File: src/mul_cfg.svh
`ifndef MUL_CFG_SVH
`define MUL_CFG_SVH

// operand and result width of the RV32 datapath
`define MUL_XLEN 32

// physical register tag width
`define MUL_PREG_WIDTH 6

// ROB slot bits without the wrap flag
`define MUL_ROB_WIDTH 5

// the full ROB index is MUL_ROB_WIDTH + 1 bits
// the extra top bit flips on every pass around the ROB

// multiplier rows come out as MUL_XLEN / 2 + 1 Booth rows
// each row is twice the extended operand width

`endif

File: src/mul_op_pkg.sv
`include "mul_cfg.svh"

package mul_op_pkg;

    // opcode of the multiply/divide group
    // bit 2 set means a divide, which this unit drops
    typedef enum logic [2:0] {
        MUL    = 3'd0,
        MULH   = 3'd1,
        MULHSU = 3'd2,
        MULHU  = 3'd3,
        DIV    = 3'd4,
        DIVU   = 3'd5,
        REM    = 3'd6,
        REMU   = 3'd7
    } multop_t;

    // operand or result
    typedef logic [`MUL_XLEN-1:0] xlen_t;

    // operand with two bits of sign or zero extension
    typedef logic [`MUL_XLEN+1:0] ext_op_t;

    // partial product and tree row, twice the extended operand
    typedef logic [2*`MUL_XLEN+3:0] prod_t;

endpackage

File: src/backend_pkg.sv
`include "mul_cfg.svh"

package backend_pkg;

    // physical register tag
    typedef logic [`MUL_PREG_WIDTH-1:0] preg_t;

    // ROB index
    // top bit is the wrap flag, the rest is the slot
    typedef logic [`MUL_ROB_WIDTH:0] rob_idx_t;

    // slot part only
    typedef logic [`MUL_ROB_WIDTH-1:0] rob_slot_t;

    // two indices with the same wrap flag compare by slot directly
    // a differing flag means one of them has wrapped

endpackage

File: src/booth_pp_gen.sv
`timescale 1ns/1ps

`include "mul_cfg.svh"

module booth_pp_gen (
    input  mul_op_pkg::ext_op_t  multiplicand,
    input  mul_op_pkg::ext_op_t  multiplier,
    output mul_op_pkg::prod_t    pp_rows [`MUL_XLEN/2+1],
    output logic [`MUL_XLEN/2:0] neg
);

    localparam int OP_W   = $bits(mul_op_pkg::ext_op_t);
    localparam int PROD_W = $bits(mul_op_pkg::prod_t);
    localparam int ROWS   = `MUL_XLEN / 2 + 1;

    mul_op_pkg::ext_op_t mcand_x2;
    logic [ROWS-1:0]     one_x;
    logic [ROWS-1:0]     two_x;

    // doubled multiplicand
    // the top bit is a copy of the one below, so nothing is lost
    assign mcand_x2 = {multiplicand[OP_W-2:0], 1'b0};

    for (genvar i = 0; i < ROWS; i++) begin : g_row
        logic [2:0]          triple;
        mul_op_pkg::ext_op_t sel;
        mul_op_pkg::prod_t   sext;
        mul_op_pkg::prod_t   fill;

        // overlapping multiplier triple, implicit zero below bit 0
        if (i == 0) begin : g_lsb
            assign triple = {multiplier[1:0], 1'b0};
        end else begin : g_upper
            assign triple = multiplier[2*i+1 -: 3];
        end

        // digit encode
        assign one_x[i] = triple[0] ^ triple[1];
        assign two_x[i] = (triple[2] & ~triple[1] & ~triple[0]) |
                          (~triple[2] & triple[1] & triple[0]);
        assign neg[i]   = triple[2] & ~(triple[1] & triple[0]);

        // select 0, x or 2x, ones complement when negative
        assign sel = {OP_W{neg[i]}} ^
                     (({OP_W{one_x[i]}} & multiplicand) |
                      ({OP_W{two_x[i]}} & mcand_x2));

        assign sext = {{(PROD_W-OP_W){sel[OP_W-1]}}, sel};

        // ones below the row on a negative digit
        // together with neg at bit 0 this completes the twos complement
        assign fill = {PROD_W{neg[i]}} & ~({PROD_W{1'b1}} << (2 * i));

        assign pp_rows[i] = (sext << (2 * i)) | fill;
    end

endmodule

File: src/wallace_tree.sv
`timescale 1ns/1ps

`include "mul_cfg.svh"

module wallace_tree (
    input  logic                 clk,
    input  mul_op_pkg::prod_t    pp_rows [`MUL_XLEN/2+1],
    input  logic [`MUL_XLEN/2:0] neg,
    output mul_op_pkg::prod_t    sum_row,
    output mul_op_pkg::prod_t    carry_row,
    output logic                 carry_in
);

    localparam int PROD_W = $bits(mul_op_pkg::prod_t);

    // rows left after each level, 17 12 8 6 4 3 2
    localparam int N0 = `MUL_XLEN / 2 + 1;
    localparam int N1 = (N0 / 3) * 2 + N0 % 3;
    localparam int N2 = (N1 / 3) * 2 + N1 % 3;
    localparam int N3 = (N2 / 3) * 2 + N2 % 3;
    localparam int N4 = (N3 / 3) * 2 + N3 % 3;
    localparam int N5 = (N4 / 3) * 2 + N4 % 3;

    // first correction bit consumed by each level
    localparam int B1 = 0;
    localparam int B2 = B1 + N0 / 3;
    localparam int B3 = B2 + N1 / 3;
    localparam int B4 = B3 + N2 / 3;
    localparam int B5 = B4 + N3 / 3;
    localparam int B6 = B5 + N4 / 3;
    localparam int B7 = B6 + N5 / 3;

    typedef mul_op_pkg::prod_t row_arr_t [N0];

    // one level of 3:2 compression
    // rows out: sums, then pass-through rows, then carries
    function automatic row_arr_t reduce(
        input row_arr_t        rows,
        input int              n,
        input logic [N0-1:0]   corr,
        input int              base
    );
        row_arr_t          res;
        mul_op_pkg::prod_t maj;
        int                groups;
        int                left;

        groups = n / 3;
        left   = n % 3;
        res    = '{default: '0};
        for (int i = 0; i < N0 / 3; i++) begin
            if (i < groups) begin
                maj    = (rows[3*i] & rows[3*i+1]) |
                         (rows[3*i] & rows[3*i+2]) |
                         (rows[3*i+1] & rows[3*i+2]);
                res[i] = rows[3*i] ^ rows[3*i+1] ^ rows[3*i+2];
                // carry moves up one bit, the freed bit 0 takes a correction
                res[groups+left+i] = {maj[PROD_W-2:0], corr[base+i]};
            end
        end
        for (int i = 0; i < 2; i++) begin
            if (i < left) begin
                res[groups+i] = rows[3*groups+i];
            end
        end
        return res;
    endfunction

    row_arr_t          lv1;
    row_arr_t          lv2;
    row_arr_t          lv2_q;
    row_arr_t          lv3;
    row_arr_t          lv4;
    row_arr_t          lv5;
    row_arr_t          lv5_q;
    row_arr_t          lv6;
    logic [N0-1:B3]    corr_q1;
    logic [N0-1:B6]    corr_q2;

    // levels 1 and 2 in the issue cycle
    always_comb begin
        lv1 = reduce(pp_rows, N0, neg, B1);
        lv2 = reduce(lv1, N1, neg, B2);
    end

    always_ff @(posedge clk) begin
        lv2_q   <= lv2;
        corr_q1 <= neg[N0-1:B3];
    end

    // levels 3 to 5
    always_comb begin
        lv3 = reduce(lv2_q, N2, {corr_q1, {B3{1'b0}}}, B3);
        lv4 = reduce(lv3, N3, {corr_q1, {B3{1'b0}}}, B4);
        lv5 = reduce(lv4, N4, {corr_q1, {B3{1'b0}}}, B5);
    end

    always_ff @(posedge clk) begin
        lv5_q   <= lv5;
        corr_q2 <= corr_q1[N0-1:B6];
    end

    // last level feeds the final adder
    always_comb begin
        lv6 = reduce(lv5_q, N5, {corr_q2, {B6{1'b0}}}, B6);
    end

    assign sum_row   = lv6[0];
    assign carry_row = lv6[1];

    // two corrections remain for one carry-in
    // the top Booth row never negates since the multiplier has two extension bits
    assign carry_in = corr_q2[B7] | corr_q2[N0-1];

endmodule

File: src/rob_age_compare.sv
`timescale 1ns/1ps

`include "mul_cfg.svh"

module rob_age_compare (
    input  backend_pkg::rob_idx_t idx,
    input  backend_pkg::rob_idx_t ref_idx,
    output logic                  older
);

    logic                   same_wrap;
    backend_pkg::rob_slot_t slot;
    backend_pkg::rob_slot_t ref_slot;

    assign same_wrap = idx[`MUL_ROB_WIDTH] == ref_idx[`MUL_ROB_WIDTH];
    assign slot      = idx[`MUL_ROB_WIDTH-1:0];
    assign ref_slot  = ref_idx[`MUL_ROB_WIDTH-1:0];

    // after a wrap the older entry has the larger slot
    assign older = same_wrap ? (slot < ref_slot) : (slot > ref_slot);

endmodule

File: src/mult_unit.sv
`timescale 1ns/1ps

`include "mul_cfg.svh"

module mult_unit (
    input  logic                  clk,
    input  logic                  rst_n,
    input  logic                  en,
    input  mul_op_pkg::multop_t   multop,
    input  mul_op_pkg::xlen_t     rs1_data,
    input  mul_op_pkg::xlen_t     rs2_data,
    input  backend_pkg::preg_t    rd,
    input  logic                  we,
    input  backend_pkg::rob_idx_t rob_idx,
    input  logic                  redirect,
    input  backend_pkg::rob_idx_t redirect_idx,
    output logic                  wakeup_en,
    output logic                  wakeup_we,
    output backend_pkg::preg_t    wakeup_rd,
    output logic                  wb_en,
    output logic                  wb_we,
    output backend_pkg::preg_t    wb_rd,
    output backend_pkg::rob_idx_t wb_rob_idx,
    output mul_op_pkg::xlen_t     wb_res
);

    localparam int XLEN = `MUL_XLEN;
    localparam int ROWS = `MUL_XLEN / 2 + 1;

    logic                  signed_a;
    logic                  signed_b;
    logic                  sel_hi;
    logic                  valid_s0;
    mul_op_pkg::ext_op_t   op_a;
    mul_op_pkg::ext_op_t   op_b;
    mul_op_pkg::prod_t     pp_rows [ROWS];
    logic [ROWS-1:0]       neg;
    mul_op_pkg::prod_t     sum_row;
    mul_op_pkg::prod_t     carry_row;
    logic                  carry_in;
    mul_op_pkg::prod_t     product;

    logic                  older_s0;
    logic                  older_s1;
    logic                  older_s2;
    logic                  valid_s1;
    logic                  valid_s2;
    logic                  sel_hi_s1;
    logic                  sel_hi_s2;
    logic                  we_s1;
    logic                  we_s2;
    backend_pkg::preg_t    rd_s1;
    backend_pkg::preg_t    rd_s2;
    backend_pkg::rob_idx_t rob_idx_s1;
    backend_pkg::rob_idx_t rob_idx_s2;

    // operand signedness and result half
    always_comb begin
        signed_a = 1'b0;
        signed_b = 1'b0;
        sel_hi   = 1'b0;
        case (multop)
            mul_op_pkg::MUL: begin
                signed_a = 1'b1;
                signed_b = 1'b1;
            end
            mul_op_pkg::MULH: begin
                signed_a = 1'b1;
                signed_b = 1'b1;
                sel_hi   = 1'b1;
            end
            mul_op_pkg::MULHSU: begin
                signed_a = 1'b1;
                sel_hi   = 1'b1;
            end
            mul_op_pkg::MULHU: begin
                sel_hi = 1'b1;
            end
            default: begin
                sel_hi = 1'b0;
            end
        endcase
    end

    assign op_a = {{2{signed_a & rs1_data[XLEN-1]}}, rs1_data};
    assign op_b = {{2{signed_b & rs2_data[XLEN-1]}}, rs2_data};

    // divides never wake up a consumer here
    assign valid_s0  = en & ~multop[2];
    assign wakeup_en = valid_s0;
    assign wakeup_we = we;
    assign wakeup_rd = rd;

    booth_pp_gen booth_pp_gen_i (
        .multiplicand (op_a),
        .multiplier   (op_b),
        .pp_rows      (pp_rows),
        .neg          (neg)
    );

    wallace_tree wallace_tree_i (
        .clk       (clk),
        .pp_rows   (pp_rows),
        .neg       (neg),
        .sum_row   (sum_row),
        .carry_row (carry_row),
        .carry_in  (carry_in)
    );

    // one age check per kill point
    rob_age_compare age_s0_i (
        .idx     (rob_idx),
        .ref_idx (redirect_idx),
        .older   (older_s0)
    );

    rob_age_compare age_s1_i (
        .idx     (rob_idx_s1),
        .ref_idx (redirect_idx),
        .older   (older_s1)
    );

    rob_age_compare age_s2_i (
        .idx     (rob_idx_s2),
        .ref_idx (redirect_idx),
        .older   (older_s2)
    );

    always_ff @(posedge clk) begin
        if (!rst_n) begin
            valid_s1 <= 1'b0;
            valid_s2 <= 1'b0;
        end else begin
            valid_s1 <= valid_s0 & (~redirect | older_s0);
            valid_s2 <= valid_s1 & (~redirect | older_s1);
        end
    end

    // tags travel beside the tree
    always_ff @(posedge clk) begin
        sel_hi_s1  <= sel_hi;
        we_s1      <= we;
        rd_s1      <= rd;
        rob_idx_s1 <= rob_idx;
        sel_hi_s2  <= sel_hi_s1;
        we_s2      <= we_s1;
        rd_s2      <= rd_s1;
        rob_idx_s2 <= rob_idx_s1;
    end

    // final carry-propagate add
    assign product = sum_row + carry_row + mul_op_pkg::prod_t'(carry_in);

    assign wb_en      = valid_s2 & (~redirect | older_s2);
    assign wb_we      = we_s2;
    assign wb_rd      = rd_s2;
    assign wb_rob_idx = rob_idx_s2;
    assign wb_res     = sel_hi_s2 ? product[2*XLEN-1:XLEN] : product[XLEN-1:0];

endmodule

File: config.mk
export PLATFORM = sky130hd
export DESIGN_NAME = mult_unit
export DESIGN_NICKNAME = d
export VERILOG_FILES = /design/src/mul_op_pkg.sv /design/src/backend_pkg.sv /design/src/booth_pp_gen.sv /design/src/wallace_tree.sv /design/src/rob_age_compare.sv /design/src/mult_unit.sv
export VERILOG_INCLUDE_DIRS = /design/src /design/src/src
export SDC_FILE = /design/constraint.sdc
export NUM_CORES = 2
export LEC_CHECK = 0
export ABC_AREA = 1
export BUFFER_PORTS_ARGS = -buffer_cell sky130_fd_sc_hd__buf_2
export CAP_MARGIN = 20
export CORE_UTILIZATION = 64
export DETAILED_ROUTE_END_ITERATION = 10
export HOLD_SLACK_MARGIN = 0.12
export PLACE_DENSITY = 0.82
export SYNTH_ARGS = -nofsm -noshare
export SYNTH_HDL_FRONTEND = slang
export SYNTH_SLANG_ARGS = --single-unit
File: constraint.sdc
create_clock -name clk -period 4.6 [get_ports clk]
set_input_delay 0.23 -clock clk [delete_from_list [all_inputs] [get_ports clk]]
set_output_delay 0.23 -clock clk [all_outputs]
set_load 0.05 [all_outputs]
==> results.toml <==
[synthesis]
synth_cells = 5416
ys_warn_count = 0
yosysUniqueCellTypes = 37
synth_area_um2 = 49540
syn-mean-instance-area_um2 = 9.146
ys_seq_elements = 661
synthDominantAreaCellType = "fa_1"
synth_area_leaders = "fa_1, dfxtp_1, inv_1"
ys_seq_area_share_pct = 26.71
yosys.area.top_type_share_pct = 31.73

[worst_setup_path]
crit_family = "adder cells"
path_buf_inv = 1
rr_worst_depth = 5
crit_top_cell = "nand2_1"
critPathArrivalTime_ps = 3980
cp-start-kind = "flop"
cp-end-kind = "primary output"
slowest_delay_ps = 490
cp.depth = 15
r2r_end = "wallace_tree_i.lv5_q[1146]"
r2r_setup_slack_ps = 1570
cp_max_fo = 4
crit_path_start = "wallace_tree_i.lv5_q[952]"
required_ps = 4370
r2r_start = "wallace_tree_i.lv2_q[1150]"
crit_type = "flop to primary output"
path_cells = "fa_1, fa_1, fa_1, nand3_1, nor2_1, nand2_1, nand3_2, nand3_1, nand2_1, nand2_1, nand2_1, nand2_1, nand3_1, nand2_1, buf_2"
slowest_stage = "fa_1"

[drt]
final_antenna_net_count = 0
routed_wirelength_um = 164100
wl_per_cell_um = 24.66
drt_iter0_drc = 5657
avgViaCountPerCell = 5.956
drtPass1Iterations = 11
via_count = 39640
drcViolationCount = 15

[clock_network]
clock-sinks = 661
tritoncts = "built"
clk_latency_ps = 660
clock_path_buffers = 3
cts_setup_buffers = 0
cts_root_buf = "clkbuf_16"
cts_buffers = 72
path_clk_slew_ps = 60
h-tree-depth = 3

[hold_path]
min_to = "wallace_tree_i.corr_q1[14]"
hp-class = "input pin to flop"
worstHoldPathCells = 4
hp-start = "rs2_data[29]"

[die]
row_count = 101
core_um2 = 76200
die_h_um = 280.2
ioPinCount = 144
die_w_um = 280.2
die-area_um2 = 78510
initial_core_util_pct = 65.01

[sta]
min_period_ps = 4209
finalHoldViolations = 0
period_share_pct = 91.49
slew_viol_final = 0
rsz0062_at_grt = "no"
max-slew-margin-rel_pct = 18.17
fmax_mhz = 237.6
setup_tns_ps = 0
max_slew.worst_pin.slew_ps = 1226
setup_viol = 0
skew_ps = 40.96

[placement]
dpl-instance-area_um2 = 51480
gp_congestion = 1.006
portBuffers = 143
hpwl_um = 114900
dp_cells = 6475

[cells_and_area]
utilization_pct = 71.49
drive_above_1_share_pct = 8.258
final_cells = 6656
area_growth_pct = 9.975
final_area_um2 = 54480
final_nets = 6534

[run_status]
outcome = "finished with violations"
violations = "design-rule violations"

[grt]
grt_max_degree = 36
grt_first_pass_wirelength_um = 244000
grt_pass1_vias = 41550
overflow = 0
grtUsageTotal_pct = 42.13
antenna_found_initial = 15

[run]
drv_cap = 0
-- sequential cells by signal, summed over array words and instances (netlist names), 3 cells and up --
name and count:
rob_idx_s1 6, wallace_tree_i.lv2_q 428, wallace_tree_i.lv5_q 192, wb_rd 6, wallace_tree_i.corr_q2 3, wallace_tree_i.corr_q1 8
wb_rob_idx 6, rd_s1 6
-- per-layer routing --
metal  wire length (um)  GRT usage (%)
met1              55570          50.08
met2              71210          64.29
met3              24900          17.80
met4              12370          23.89
met5                 88        0.06254
-- cells by family (layout without fill, tap and decap cells) --
logic type | after synthesis | count (layout) | share of synthesized area [%]
compound gates | 672 | 672 | 8.128
flops | 661 | 661 | 26.71
buf+inv | 1677 | 1848 | 13.02
xor+xnor | 563 | 563 | 9.955
other cells | 1 | 40 | 0.007570
fa+ha+maj | 879 | 879 | 34.10
simple gates | 963 | 963 | 8.073
-- worst min-delay path, delay by kind of cell --
kind / cells / cell delay, ps
buffers and inverters: 3 / 420
AND/OR/NAND/NOR: 1 / 60
-- worst max path at each step --
stage	end	slack [ps]
detailed placement	wallace_tree_i.lv2_q[990]	1150
global placement	wb_res[6]	1250
global route	wb_res[10]	180
finish	wb_res[10]	390
CTS	wb_res[6]	540
floorplan	wb_res[6]	1230
-- cell usage after synthesis, drive strengths merged --
cell type     n
clkbuf       91
nand4         6
o21ai        66
or2           2
nor2        151
nand3b        5
dfxtp       661
xnor2        18
ha           94
o211ai        5
nand2       698
conb          1
buf         163
a21oi        87
a211oi        1
nor3         12
nor4          2
fa          785
nand3        87
o22ai       511
o21bai        2
clkinv        5
xor2        545
inv        1418
-- repair_timing --
item	CTS	global route
hold endpoints to repair	56	1
setup endpoints to repair	0	0
gates resized for setup	0	0
hold buffers	43	1
-- layout by cell type, fill, tap and decap left out, types with 3 or more instances in the layout --
cell type      count
xnor2_1           18
o21ai_2           13
nor2_2            22
o22ai_1          511
dfxtp_1          659
clkinv_2          14
a21oi_1           86
o211ai_1           5
buf_2            143
nand3b_1           5
fa_1             785
o21ai_1            4
nor2_1           122
clkbuf_16         73
conb_1            33
ha_1              94
o21ai_0           47
nor2_4             7
diode_2            7
inv_2             14
dlygate4sd3_1     44
inv_6              3
buf_4            107
xor2_1           545
nand4_1            6
clkbuf_1          10
inv_1           1395
nand3_1           78
clkinv_1          14
nor3_1             7
clkbuf_8          12
nand3_2            8
nand2_1          684
bufinv_16          9
nand2_2           14
nor3_2             4
-- stage by stage --
step                hold WS [ps]  setup slack (ps)
floorplan                  257.7              1233
global placement           310.1              1254
detailed placement         313.1              1150
CTS                        125.6             544.3
global route               154.9             179.1
finish                     137.6             391.4
-- area by class of cell --
type / instances / area, um2
Timing Repair Buffer: 297 / 2029
Inverter: 1423 / 5341
Fill cell: 5262 / 21730
Tap cell: 1030 / 1289
Clock inverter: 33 / 469.2
Antenna cell: 7 / 17.52
Sequential cell: 661 / 13240
Multi-Input combinational cell: 3110 / 30070
Clock buffer: 95 / 2029
Power is left out: the tool's default activity adds up to more than one toggle a clock period on the data nets, which glitch-free logic cannot reach.
